**src/include/spi_consts.svh**
```systemverilog
`ifndef SPI_CONSTS_SVH
`define SPI_CONSTS_SVH

`define SPI_BYTE_W 8
`define SPI_WORD_W 16
`define SPI_RAM_DEPTH 256

// opcode byte values
`define SPI_OP_DISABLE 8'h00
`define SPI_OP_ENABLE 8'h01
`define SPI_OP_WRITEREG 8'h02
`define SPI_OP_READREG 8'h03
`define SPI_OP_WRITERAM 8'h06
`define SPI_OP_READRAM 8'h07

`endif

```
**src/verilog/spi_proto_pkg.sv**
```systemverilog
`include "spi_consts.svh"

package spi_proto_pkg;

    typedef logic [`SPI_BYTE_W-1:0] spi_byte_t;
    typedef logic [`SPI_WORD_W-1:0] spi_word_t;

    // one state per byte position in a frame
    typedef enum logic [4:0] {
        S_IDLE,
        S_DISABLE,
        S_ENABLE,
        S_WREG_ADDR,
        S_WREG_DATA0,
        S_WREG_DATA1,
        S_RREG_ADDR,
        S_RREG_DATA0,
        S_RREG_DATA1,
        S_WRAM_ADDR0,
        S_WRAM_ADDR1,
        S_WRAM_CNT0,
        S_WRAM_CNT1,
        S_WRAM_DATA0,
        S_WRAM_DATA1,
        S_RRAM_ADDR0,
        S_RRAM_ADDR1,
        S_RRAM_CNT0,
        S_RRAM_CNT1,
        S_RRAM_DATA0,
        S_RRAM_DATA1
    } frame_state_t;

endpackage

```
**src/verilog/reg_map_pkg.sv**
```systemverilog
`include "spi_consts.svh"

package reg_map_pkg;

    // control register addresses, sum is read only
    typedef enum logic [7:0] {
        REG_SUM  = 8'd0,
        REG_NUM1 = 8'd1,
        REG_NUM2 = 8'd2,
        REG_NUM3 = 8'd3,
        REG_EN   = 8'd4
    } reg_addr_t;

    // index into the word RAM
    typedef logic [$clog2(`SPI_RAM_DEPTH)-1:0] ram_addr_t;

endpackage

```
**src/verilog/spi_byte_slave.sv**
```systemverilog
`timescale 1ns/1ps
`include "spi_consts.svh"

module spi_byte_slave (
    input  logic                     clk,
    input  logic                     rst_n,
    input  logic                     spi_scl,
    input  logic                     spi_sdi,
    input  logic                     spi_sel,
    output logic                     spi_sdo,
    input  spi_proto_pkg::spi_byte_t tx_byte,
    output spi_proto_pkg::spi_byte_t rx_byte,
    output logic                     byte_begin,
    output logic                     byte_end
);
    import spi_proto_pkg::*;

    // two sync stages, the third only keeps history for edges
    logic [2:0] scl_q;
    logic [1:0] sdi_q;
    logic [2:0] sel_q;

    logic sel_act;
    logic sel_fall;
    logic scl_rise;
    logic scl_fall;
    logic last_bit;

    logic [$clog2(`SPI_BYTE_W)-1:0] bit_cnt;
    spi_byte_t rx_sh;
    spi_byte_t tx_sh;

    always_ff @(posedge clk or negedge rst_n) begin
        if (!rst_n) begin
            scl_q <= '0;
            sdi_q <= '0;
            sel_q <= '1;
        end else begin
            scl_q <= {scl_q[1:0], spi_scl};
            sdi_q <= {sdi_q[0], spi_sdi};
            sel_q <= {sel_q[1:0], spi_sel};
        end
    end

    assign sel_act  = ~sel_q[1];
    assign sel_fall = ~sel_q[1] & sel_q[2];
    assign scl_rise = sel_act & scl_q[1] & ~scl_q[2];
    assign scl_fall = sel_act & ~scl_q[1] & scl_q[2];
    assign last_bit = (bit_cnt == `SPI_BYTE_W - 1);

    always_ff @(posedge clk or negedge rst_n) begin
        if (!rst_n) begin
            bit_cnt    <= '0;
            byte_end   <= 1'b0;
            byte_begin <= 1'b0;
        end else begin
            if (!sel_act) begin
                bit_cnt <= '0;
            end else if (scl_rise) begin
                bit_cnt <= bit_cnt + 1'b1;
            end
            byte_end   <= scl_rise & last_bit;
            // first byte after select, then back to back
            byte_begin <= sel_fall | (byte_end & sel_act);
        end
    end

    // receive side, msb first on rising scl
    always_ff @(posedge clk) begin
        if (scl_rise) begin
            rx_sh <= {rx_sh[`SPI_BYTE_W-2:0], sdi_q[1]};
            if (last_bit) begin
                rx_byte <= {rx_sh[`SPI_BYTE_W-2:0], sdi_q[1]};
            end
        end
    end

    // transmit side
    always_ff @(posedge clk or negedge rst_n) begin
        if (!rst_n) begin
            tx_sh <= '0;
        end else if (!sel_act) begin
            tx_sh <= '0;
        end else if (byte_begin) begin
            tx_sh <= tx_byte;
        end else if (scl_fall && bit_cnt != 0) begin
            // the fall after the eighth bit belongs to the next byte
            tx_sh <= {tx_sh[`SPI_BYTE_W-2:0], 1'b0};
        end
    end

    assign spi_sdo = tx_sh[`SPI_BYTE_W-1];

endmodule

```
**src/verilog/cmd_parser.sv**
```systemverilog
`timescale 1ns/1ps
`include "spi_consts.svh"

module cmd_parser (
    input  logic                     clk,
    input  logic                     rst_n,
    input  logic                     byte_begin,
    input  logic                     byte_end,
    input  spi_proto_pkg::spi_byte_t rx_byte,
    output spi_proto_pkg::spi_byte_t tx_byte,
    output logic                     en_set,
    output logic                     en_clr,
    output logic                     reg_wr,
    output reg_map_pkg::reg_addr_t   reg_addr,
    output spi_proto_pkg::spi_word_t reg_wdata,
    input  spi_proto_pkg::spi_word_t reg_rdata,
    output logic                     ram_we,
    output spi_proto_pkg::spi_word_t ram_addr,
    output spi_proto_pkg::spi_word_t ram_wdata,
    input  spi_proto_pkg::spi_word_t ram_rdata,
    input  logic                     ram_valid
);
    import spi_proto_pkg::*;
    import reg_map_pkg::*;

    frame_state_t state;
    frame_state_t state_n;

    spi_word_t addr_q;
    spi_word_t cnt_q;
    spi_word_t data_q;
    spi_word_t word_in;

    always_ff @(posedge clk or negedge rst_n) begin
        if (!rst_n) begin
            state <= S_IDLE;
        end else begin
            state <= state_n;
        end
    end

    always_comb begin
        state_n = state;
        if (byte_end) begin
            case (state)
                S_IDLE: begin
                    case (rx_byte)
                        `SPI_OP_DISABLE:  state_n = S_DISABLE;
                        `SPI_OP_ENABLE:   state_n = S_ENABLE;
                        `SPI_OP_WRITEREG: state_n = S_WREG_ADDR;
                        `SPI_OP_READREG:  state_n = S_RREG_ADDR;
                        `SPI_OP_WRITERAM: state_n = S_WRAM_ADDR0;
                        `SPI_OP_READRAM:  state_n = S_RRAM_ADDR0;
                        default:          state_n = S_IDLE;
                    endcase
                end
                S_WREG_ADDR:  state_n = S_WREG_DATA0;
                S_WREG_DATA0: state_n = S_WREG_DATA1;
                S_WREG_DATA1: state_n = S_IDLE;
                S_RREG_ADDR:  state_n = S_RREG_DATA0;
                S_RREG_DATA0: state_n = S_RREG_DATA1;
                S_RREG_DATA1: state_n = S_IDLE;
                S_WRAM_ADDR0: state_n = S_WRAM_ADDR1;
                S_WRAM_ADDR1: state_n = S_WRAM_CNT0;
                S_WRAM_CNT0:  state_n = S_WRAM_CNT1;
                S_WRAM_CNT1:  state_n = S_WRAM_DATA0;
                S_WRAM_DATA0: state_n = S_WRAM_DATA1;
                S_WRAM_DATA1: state_n = (cnt_q == 1) ? S_IDLE : S_WRAM_DATA0;
                S_RRAM_ADDR0: state_n = S_RRAM_ADDR1;
                S_RRAM_ADDR1: state_n = S_RRAM_CNT0;
                S_RRAM_CNT0:  state_n = S_RRAM_CNT1;
                S_RRAM_CNT1:  state_n = S_RRAM_DATA0;
                S_RRAM_DATA0: state_n = S_RRAM_DATA1;
                S_RRAM_DATA1: state_n = (cnt_q == 1) ? S_IDLE : S_RRAM_DATA0;
                default:      state_n = S_IDLE;
            endcase
        end
        // one-byte commands last a single cycle
        if (state == S_DISABLE || state == S_ENABLE) begin
            state_n = S_IDLE;
        end
    end

    // address and count, both high byte first on the wire
    always_ff @(posedge clk or negedge rst_n) begin
        if (!rst_n) begin
            addr_q <= '0;
            cnt_q  <= '0;
        end else if (byte_end) begin
            case (state)
                S_WREG_ADDR: begin
                    addr_q <= spi_word_t'(rx_byte);
                end
                S_WRAM_ADDR0, S_RRAM_ADDR0: begin
                    addr_q[`SPI_WORD_W-1:`SPI_BYTE_W] <= rx_byte;
                end
                S_WRAM_ADDR1, S_RRAM_ADDR1: begin
                    addr_q[`SPI_BYTE_W-1:0] <= rx_byte;
                end
                S_WRAM_CNT0, S_RRAM_CNT0: begin
                    cnt_q[`SPI_WORD_W-1:`SPI_BYTE_W] <= rx_byte;
                end
                S_WRAM_CNT1, S_RRAM_CNT1: begin
                    cnt_q[`SPI_BYTE_W-1:0] <= rx_byte;
                end
                S_WRAM_DATA1, S_RRAM_DATA1: begin
                    // count of 0 wraps, so it runs 65536 words
                    addr_q <= addr_q + 1'b1;
                    cnt_q  <= cnt_q - 1'b1;
                end
                default: ;
            endcase
        end
    end

    // read word captured at the address byte, or low byte of a write
    always_ff @(posedge clk) begin
        if (byte_end) begin
            if (state == S_RREG_ADDR) begin
                data_q <= reg_rdata;
            end else if (state == S_WREG_DATA0 || state == S_WRAM_DATA0) begin
                data_q[`SPI_BYTE_W-1:0] <= rx_byte;
            end
        end
    end

    // words arrive low byte first
    assign word_in   = {rx_byte, data_q[`SPI_BYTE_W-1:0]};
    assign reg_wdata = word_in;
    assign ram_wdata = word_in;
    assign ram_addr  = addr_q;

    assign reg_addr = (state == S_RREG_ADDR) ? reg_addr_t'(rx_byte)
                                             : reg_addr_t'(addr_q[`SPI_BYTE_W-1:0]);

    assign reg_wr = byte_end && (state == S_WREG_DATA1);
    assign ram_we = byte_end && (state == S_WRAM_DATA1) && ram_valid;
    assign en_set = (state == S_ENABLE);
    assign en_clr = (state == S_DISABLE);

    // response byte, only shown while the slave loads it
    always_comb begin
        tx_byte = '0;
        if (byte_begin) begin
            case (state)
                S_RREG_DATA0: tx_byte = data_q[`SPI_BYTE_W-1:0];
                S_RREG_DATA1: tx_byte = data_q[`SPI_WORD_W-1:`SPI_BYTE_W];
                S_RRAM_DATA0: begin
                    tx_byte = ram_valid ? ram_rdata[`SPI_BYTE_W-1:0] : '0;
                end
                S_RRAM_DATA1: begin
                    tx_byte = ram_valid ? ram_rdata[`SPI_WORD_W-1:`SPI_BYTE_W] : '0;
                end
                default: tx_byte = '0;
            endcase
        end
    end

endmodule

```
**src/verilog/ctrl_regs.sv**
```systemverilog
`timescale 1ns/1ps

module ctrl_regs (
    input  logic                     clk,
    input  logic                     rst_n,
    input  spi_proto_pkg::spi_word_t sum,
    input  logic                     en_set,
    input  logic                     en_clr,
    input  logic                     reg_wr,
    input  reg_map_pkg::reg_addr_t   reg_addr,
    input  spi_proto_pkg::spi_word_t reg_wdata,
    output spi_proto_pkg::spi_word_t reg_rdata,
    output spi_proto_pkg::spi_word_t num1,
    output spi_proto_pkg::spi_word_t num2,
    output spi_proto_pkg::spi_word_t num3,
    output logic                     en
);
    import spi_proto_pkg::*;
    import reg_map_pkg::*;

    always_ff @(posedge clk or negedge rst_n) begin
        if (!rst_n) begin
            num1 <= '0;
            num2 <= '0;
            num3 <= '0;
            en   <= 1'b0;
        end else begin
            if (en_set) begin
                en <= 1'b1;
            end else if (en_clr) begin
                en <= 1'b0;
            end
            // sum and en are not writable here
            if (reg_wr) begin
                case (reg_addr)
                    REG_NUM1: num1 <= reg_wdata;
                    REG_NUM2: num2 <= reg_wdata;
                    REG_NUM3: num3 <= reg_wdata;
                    default: ;
                endcase
            end
        end
    end

    always_comb begin
        case (reg_addr)
            REG_SUM:  reg_rdata = sum;
            REG_NUM1: reg_rdata = num1;
            REG_NUM2: reg_rdata = num2;
            REG_NUM3: reg_rdata = num3;
            REG_EN:   reg_rdata = spi_word_t'(en);
            default:  reg_rdata = '0;
        endcase
    end

endmodule

```
**src/verilog/word_ram.sv**
```systemverilog
`timescale 1ns/1ps
`include "spi_consts.svh"

module word_ram #(
    parameter int depth = `SPI_RAM_DEPTH
) (
    input  logic                     clk,
    input  logic                     we,
    input  spi_proto_pkg::spi_word_t addr,
    input  spi_proto_pkg::spi_word_t wdata,
    output spi_proto_pkg::spi_word_t rdata,
    output logic                     valid
);
    import spi_proto_pkg::*;
    import reg_map_pkg::*;

    spi_word_t mem [depth];
    ram_addr_t idx;

    // upper address bits only matter for the range check
    assign valid = (addr < depth);
    assign idx   = addr[$bits(ram_addr_t)-1:0];

    always_ff @(posedge clk) begin
        if (we && valid) begin
            mem[idx] <= wdata;
        end
    end

    assign rdata = valid ? mem[idx] : '0;

endmodule

```
**src/verilog/spi_ctrl_top.sv**
```systemverilog
`timescale 1ns/1ps

module spi_ctrl_top (
    input  logic                     clk,
    input  logic                     rst_n,
    input  logic                     spi_scl,
    input  logic                     spi_sdi,
    input  logic                     spi_sel,
    output logic                     spi_sdo,
    input  spi_proto_pkg::spi_word_t sum,
    output spi_proto_pkg::spi_word_t num1,
    output spi_proto_pkg::spi_word_t num2,
    output spi_proto_pkg::spi_word_t num3,
    output logic                     en
);
    import spi_proto_pkg::*;
    import reg_map_pkg::*;

    spi_byte_t tx_byte;
    spi_byte_t rx_byte;
    logic      byte_begin;
    logic      byte_end;

    logic      en_set;
    logic      en_clr;
    logic      reg_wr;
    reg_addr_t reg_addr;
    spi_word_t reg_wdata;
    spi_word_t reg_rdata;

    logic      ram_we;
    logic      ram_valid;
    spi_word_t ram_addr;
    spi_word_t ram_wdata;
    spi_word_t ram_rdata;

    spi_byte_slave spi_byte_slave_inst (
        .clk        (clk),
        .rst_n      (rst_n),
        .spi_scl    (spi_scl),
        .spi_sdi    (spi_sdi),
        .spi_sel    (spi_sel),
        .spi_sdo    (spi_sdo),
        .tx_byte    (tx_byte),
        .rx_byte    (rx_byte),
        .byte_begin (byte_begin),
        .byte_end   (byte_end)
    );

    cmd_parser cmd_parser_inst (
        .clk        (clk),
        .rst_n      (rst_n),
        .byte_begin (byte_begin),
        .byte_end   (byte_end),
        .rx_byte    (rx_byte),
        .tx_byte    (tx_byte),
        .en_set     (en_set),
        .en_clr     (en_clr),
        .reg_wr     (reg_wr),
        .reg_addr   (reg_addr),
        .reg_wdata  (reg_wdata),
        .reg_rdata  (reg_rdata),
        .ram_we     (ram_we),
        .ram_addr   (ram_addr),
        .ram_wdata  (ram_wdata),
        .ram_rdata  (ram_rdata),
        .ram_valid  (ram_valid)
    );

    ctrl_regs ctrl_regs_inst (
        .clk       (clk),
        .rst_n     (rst_n),
        .sum       (sum),
        .en_set    (en_set),
        .en_clr    (en_clr),
        .reg_wr    (reg_wr),
        .reg_addr  (reg_addr),
        .reg_wdata (reg_wdata),
        .reg_rdata (reg_rdata),
        .num1      (num1),
        .num2      (num2),
        .num3      (num3),
        .en        (en)
    );

    word_ram word_ram_inst (
        .clk   (clk),
        .we    (ram_we),
        .addr  (ram_addr),
        .wdata (ram_wdata),
        .rdata (ram_rdata),
        .valid (ram_valid)
    );

endmodule

```
**config.mk**
```make
export PLATFORM = sky130hd
export DESIGN_NAME = spi_ctrl_top
export DESIGN_NICKNAME = d
export VERILOG_FILES = /design/src/verilog/spi_proto_pkg.sv /design/src/verilog/reg_map_pkg.sv /design/src/verilog/spi_byte_slave.sv /design/src/verilog/cmd_parser.sv /design/src/verilog/ctrl_regs.sv /design/src/verilog/word_ram.sv /design/src/verilog/spi_ctrl_top.sv
export VERILOG_INCLUDE_DIRS = /design/src /design/src/include
export SDC_FILE = /design/constraint.sdc
export NUM_CORES = 2
export LEC_CHECK = 0
export BUFFER_PORTS_ARGS = -buffer_cell sky130_fd_sc_hd__buf_2
export CAP_MARGIN = 25
export CORE_MARGIN = 5
export CORE_UTILIZATION = 36
export DETAILED_ROUTE_END_ITERATION = 6
export PLACE_DENSITY = 0.51
export SLEW_MARGIN = 10
export SYNTH_ARGS = -nofsm -noshare
export SYNTH_HDL_FRONTEND = slang
export SYNTH_SLANG_ARGS = --single-unit
```
**constraint.sdc**
```tcl
create_clock -name clk -period 6 [get_ports clk]
set_input_delay 1.2 -clock clk [delete_from_list [all_inputs] [get_ports clk]]
set_output_delay 1.2 -clock clk [all_outputs]
set_load 0.01 [all_outputs]
```
---- Yosys cells after proc, flatten, opt, wreduce, memory -nomap -nowiden ----
Memory sizes are Yosys's and may differ from the RTL's.
Cells that the tools add are included.
word-level totals
  RAM bits ................................ 4,096
  memories ................................ 1
  bits in registers ....................... 138
  input bits .............................. 21
  output and inout bits ................... 50
  logic and storage cells ................. 128
memories
  memory             words  bits a word  read ports  clocked after memory_dff  write ports  RTL line        RTL
  word_ram_inst.mem  256    16           1           0                         1            word_ram.sv:17  spi_word_t mem [depth];
cells by class
  add/sub/neg operators ................... 3
  $lt $le $gt $ge ......................... 1
  reductions and logical operators ........ 35
  mux-type cells .......................... 26
  equal/unequal tests ..................... 31
  bitwise logic cells ..................... 11
operator list
  cell                                                          number
  case mux 5 bit (17 select lines)                              1
  case mux 16 bit (5 select lines)                              1
  two-way mux 8 bit                                             8
  case mux 8 bit (2 select lines)                               3
  == test 5 x 4 -> 1 bit (second input constant)                8
  == test 8 x 2 -> 1 bit (second input constant)                4
  case mux 8 bit (4 select lines)                               1
  == test 5 bit (second input constant)                         5
  == test 8 x 3 -> 1 bit (second input constant)                3
  case mux 4 bit (6 select lines)                               1
  case mux 8 bit (3 select lines)                               1
  == test 5 x 3 -> 1 bit (second input constant)                4
  AND reduction 2 bit                                           10
  adder 16 x 1 -> 16 bit (second input constant)                1
  == test 16 x 1 -> 1 bit (second input constant)               1
  == test 8 x 1 -> 1 bit (second input constant)                2
  zero test 8 bit                                               2
  less-than comparator 16 x 9 -> 1 bit (second input constant)  1
  subtractor 16 x 1 -> 16 bit (second input constant)           1
  two-way mux 5 bit                                             3
  nonzero test 2 bit                                            7
  == test 5 x 2 -> 1 bit (second input constant)                2
  nonzero test 3 bit                                            3
  OR reduction 2 bit                                            4
  other kinds (13)                                              30

---- Depth between registers and ports, before layout ----
  depth after elaboration ................. 7
  gate-level depth with buffers ........... 14
  depth with buffers taken out ............ 8

---- Cells and area by module ----
Synthesis repeated with hierarchy kept, for this count alone.
second synthesis, totals
  cells, all modules ...................... 8,415
  area total of the unflattened synthesis .. 164,699.2 µm²
by module, submodules not included
  module          area an instance (µm²)  cells an instance  instances  sequential area each (µm²)
  word_ram        156,777.9               7,709              1          122,998.0
  cmd_parser      4,012.6                 469                1          1,406.3
  ctrl_regs       2,558.7                 155                1          1,226.2
  spi_byte_slave  1,350.0                 82                 1          979.7

---- Worst setup path after synthesis ----
Ideal clock, no wire load.
  path kind ............................... reg2reg
  start point ............................. register spi_byte_slave_inst.rx_byte[1]
  end point ............................... register ctrl_regs_inst.num1[11]
  slack ................................... 0.371 ns
  library setup time ...................... 0.142 ns
  cell stages (with the launch flop) ...... 8
  clock period less this slack ............ 5.629 ns
  arrival time ............................ 5.486 ns
  buffers on the path ..................... 3
  required time ........................... 5.858 ns
  cells stage by stage .................... edfxtp_1 mux2i_1 and2_1 clkbuf_1 and2_1 buf_2 buf_2 mux2_1
between the ends
  cells in the longest elaborated chain, start to end .. 3
ends and longest elaborated chain
  element                        RTL line              RTL
  start: declaration             spi_byte_slave.sv:12  output spi_proto_pkg::spi_byte_t rx_byte,
  start signal: assignment       spi_byte_slave.sv:73  rx_byte <= {rx_sh[`SPI_BYTE_W-2:0], sdi_q[1]};
  two-way mux 8 bit              cmd_parser.sv:133     assign reg_addr = (state == S_RREG_ADDR) ? reg_addr_t'(rx_byte)
  == test 8 x 1 -> 1 bit         ctrl_regs.sv:35       case (reg_addr)
  AND reduction 2 bit (no line)  n/a
  end signal: assignment         ctrl_regs.sv:36       REG_NUM1: num1 <= reg_wdata;
  end: declaration               ctrl_regs.sv:13       output spi_proto_pkg::spi_word_t num1,
Every way passes these cells.
A chain may end at the register's enable or synchronous reset.

---- Worst setup path in the final report ----
  start point ............................. register cmd_parser_inst.addr_q[1] (netlist: cmd_parser_inst.ram_addr[1])
  end point ............................... register spi_byte_slave_inst.tx_sh[5]
between the ends
  cells in the longest elaborated chain, start to end .. 5
  elaborated cells on any way between the ends .. 7
  those cells by class .................... order compare: 1; mux: 5; memory: 1
ends and longest elaborated chain
  element                                                                        RTL line                              RTL
  start: declaration                                                             cmd_parser.sv:29                      spi_word_t addr_q;
  start signal: assignment                                                       cmd_parser.sv:92                      addr_q <= spi_word_t'(rx_byte);
  start signal: indexed assignment                                               cmd_parser.sv:95                      addr_q[`SPI_WORD_W-1:`SPI_BYTE_W] <= rx_byte;
  start signal: indexed assignment                                               cmd_parser.sv:98                      addr_q[`SPI_BYTE_W-1:0] <= rx_byte;
  memory (256 x 16 bit) or less-than comparator 16 x 9 -> 1 bit (tied branches)  n/a
  two-way mux 8 bit (on tied branches)                                           cmd_parser.sv:152, cmd_parser.sv:149
  case mux 8 bit (4 select lines) (*)                                            cmd_parser.sv:145                     case (state)
  two-way mux 8 bit (*)                                                          spi_byte_slave.sv:84                  end else if (byte_begin) begin
  two-way mux 8 bit (*)                                                          spi_byte_slave.sv:82                  end else if (!sel_act) begin
  end signal: assignment                                                         spi_byte_slave.sv:85                  tx_sh <= tx_byte;
  end signal: assignment                                                         spi_byte_slave.sv:88                  tx_sh <= {tx_sh[`SPI_BYTE_W-2:0], 1'b0};
  end: declaration                                                               spi_byte_slave.sv:31                  spi_byte_t tx_sh;
Mark *: on every way between the ends. The rest lies on a longest branch, timed or not.

==> flow_metrics.py <==
metrics = {
    "power": {
        "p_leak_nw": 57.9,
        "p_sw_mw": 11.6,
        "power.density_mw_per_mm2": 314,
        "power.share.clock_pct": 45.8,
        "p_int_mw": 47.6,
        "pwr-share-seq_pct": 54.1,
        "vdd_drop_max_uv": 277,
        "total_power_mw": 59.1,
        "p_sw_share_pct": 19.6,
        "p_comb_share_pct": 0.1,
    },
    "sta": {
        "slew_viol_final": 0,
        "setup_slack_ns": 0.492,
        "setup_violations": 0,
        "holdWs_ns": 0.281,
        "setup_tns_ns": 0,
        "relSlewSlack_pct": 1.02,
        "skew_ns": 0.0913,
        "worstMarginPinSlew_ns": 1.48,
        "finalHoldViolations": 0,
        "fin_crit_sh_pct": 91.8,
        "timing.fmax_ghz": 0.182,
        "rsz0062_at_grt": "false",
        "fin_crit_ns": 5.51,
    },
    "global_route": {
        "grt_pass1_wl_um": 668000,
        "grt_pass1_vias": 83200,
        "grtUsageTotal_pct": 20.2,
        "grt_overflow": 0,
        "antenna_found_initial": 38,
        "grt_max_degree": 204,
    },
    "critical_path": {
        "path_depth": 8,
        "worst-path-max-fanout": 42,
        "start_kind": "flip-flop",
        "crit_type": "flip-flop to flip-flop",
        "worst-path-buf-inv": 1,
        "crit_chain": "buf_4 -> mux4_2 -> a22o_1 -> a221oi_1 -> o22ai_1 -> o21ai_0 -> a41oi_1 -> or4_1",
        "worst_path_max_delay_cell": "dfrtp_4",
        "slowest_delay_ns": 1.11,
        "path_delay_family": "compound AO/OA/AOI/OAI gates",
        "crit_arrival_ns": 6.38,
        "worstSetupEndpointType": "flip-flop",
        "cp.required_ns": 6.87,
        "rr_worst_depth": 8,
    },
    "cts": {
        "clk_latency_ns": 1.01,
        "cts_made_buffers": 444,
        "cts_buffer_depth": 4,
        "cts_setup_buffers": 0,
        "cts_sinks": 4234,
        "cts_resized": 0,
        "cts_tree": "yes",
        "root_buffer": "clkbuf_16",
        "hold_buffers": 0,
        "path_clk_slew_ns": 0.06,
        "htree_num_levels": 5,
    },
    "placement": {
        "place.gp.congestion": 0.857,
        "pre_cts_ws_ns": 0.457,
        "io_buffers": 70,
        "dp.final_hpwl_um": 287000,
        "place_inst": 13800,
        "post_dp_cell_area_mm2": 0.174,
    },
    "detailed_routing": {
        "viasPerCell": 5.68,
        "drtIter0Drc": 9817,
        "drt_pre_antenna_iters": 6,
        "routedWlPerCell_um": 32.9,
        "vias": 83000,
        "drtAntennaViolNets": 0,
        "drcViolationCount": 0,
        "routed_wl_um": 480000,
    },
    "synthesis": {
        "synth-edff-count": 4127,
        "muxShareOfSynthArea_pct": 14.8,
        "yosys_warnings": 0,
        "avgSynthCellArea_um2": 21.4,
        "synth_adder_area_share_pct": 0.0691,
        "seq_area_frac_synth_pct": 77.6,
        "synth_xor_area_share_pct": 0.0107,
        "synth_compound_area_share_pct": 4.10,
        "synthCells": 7610,
        "synth_top_family_by_area": "multiplexers",
        "yosys_register_bits": 4234,
        "synthSimpleGateAreaFrac_pct": 1.98,
        "synthArstFlopShare_pct": 2.53,
        "netlist_area_mm2": 0.163,
        "synth-main-ff-cell": "edfxtp_1",
        "synth.distinct_cells": 75,
        "syn_nets": 7640,
    },
    "cells_and_area": {
        "area_delta_synth_final_pct": 15.7,
        "layout.cells.non_filler": 14600,
        "mostFrequentLayoutCells": "edfxtp_1, mux4_2, buf_4, clkbuf_16, nor2_1",
        "fin_util_pct": 41.8,
        "layout_commonest_cell": "edfxtp_1",
        "fin_nets": 8285,
        "finish.instance_area_mm2": 0.189,
        "layout-drive-gt1-share_pct": 27.2,
    },
    "job": {
        "cap_violations": 0,
    },
    "floorplan": {
        "initial_core_util_pct": 36.1,
        "core-area_mm2": 0.452,
        "rows": 247,
        "die_area_mm2": 0.467,
        "die_height_um": 683,
        "pin_count": 71,
        "die_w_um": 683,
    },
    "min_path": {
        "holdCritPathClass": "primary input to async pin",
    },
    "outcome": {
        "status": "completed",
    },
}
routing by layer:
layer | GRT usage (%) | wire length, um
met1 | 28.4 | 201000
met2 | 32.1 | 226000
met3 | 3.12 | 33800
met4 | 7.10 | 19000
met5 | 0 | 85
worst paths after layout:
kind	from	to	slack [ns]
hold reg to reg	spi_byte_slave_inst.sdi_q[0]	spi_byte_slave_inst.sdi_q[1]	0.35
min in group clk	spi_sel	spi_byte_slave_inst.sel_q[0]	0.33
setup reg to reg	cmd_parser_inst.ram_addr[1]	spi_byte_slave_inst.tx_sh[5]	0.49
setup / recovery	cmd_parser_inst.ram_addr[1]	spi_byte_slave_inst.tx_sh[5]	0.49
hold / removal	rst_n	ctrl_regs_inst.num2[2]	0.28
max in group asynchronous	rst_n	cmd_parser_inst.ram_addr[2]	4.32
state kept, by name (all words and copies together) (netlist names):
register	count
cmd_parser_inst.cnt_q	16
cmd_parser_inst.data_q	16
cmd_parser_inst.ram_addr	16
cmd_parser_inst.state	5
ctrl_regs_inst.en	1
ctrl_regs_inst.num1	16
ctrl_regs_inst.num2	16
ctrl_regs_inst.num3	16
spi_byte_slave_inst.bit_cnt	3
spi_byte_slave_inst.byte_begin	1
spi_byte_slave_inst.byte_end	1
spi_byte_slave_inst.rx_byte	8
spi_byte_slave_inst.rx_sh	7
spi_byte_slave_inst.scl_q	3
spi_byte_slave_inst.sdi_q	2
spi_byte_slave_inst.sel_q	3
spi_byte_slave_inst.tx_sh	8
word_ram_inst.mem	4096
cell type report:
type                            instances  area, um2
Fill cell                           39300     263000
Tap cell                             5976       7480
Inverter                               21       81.3
Clock buffer                          552      11700
Clock inverter                        266       2680
Timing Repair Buffer                  673       5670
Multi-Input combinational cell       2881      34400
Antenna cell                            7       17.5
Sequential cell                      4234     127000
synthesized netlist by cell type, types with 33 or more instances:
cell type / count / area [um2]
edfxtp_1: 4127 / 124000
mux4_2: 936 / 21100
nor2_1: 341 / 1280
clkbuf_1: 280 / 1050
mux2i_1: 229 / 2290
a22oi_1: 158 / 1190
a221oi_1: 156 / 1370
nand2_1: 153 / 574
o21ai_0: 143 / 716
a22o_1: 121 / 1060
dfrtp_1: 104 / 2600
buf_2: 97 / 485
a21oi_1: 77 / 385
o22ai_1: 70 / 438
nand3_1: 57 / 285
buf_1: 41 / 154
buf_4: 38 / 285
mux2_2: 36 / 405
a31oi_1: 33 / 206
cells by family after synthesis:
group,Yosys count
flops,4234
mux,1234
compound gates,922
simple gates,714
buf+inv,495
fa+ha+maj,9
xor+xnor,2
power by group through the flow:
stage | registers [mW] | clock network (mW) | logic (mW)
floorplan | 32.6 | 0 | 0.0182
global placement | 32.6 | 0 | 0.0546
detailed placement | 32.6 | 0 | 0.0560
CTS | 32.0 | 27.7 | 0.0563
global route | 31.9 | 28.9 | 0.0618
finish | 32.0 | 27.1 | 0.0568
(Power assumes the default switching activity.)
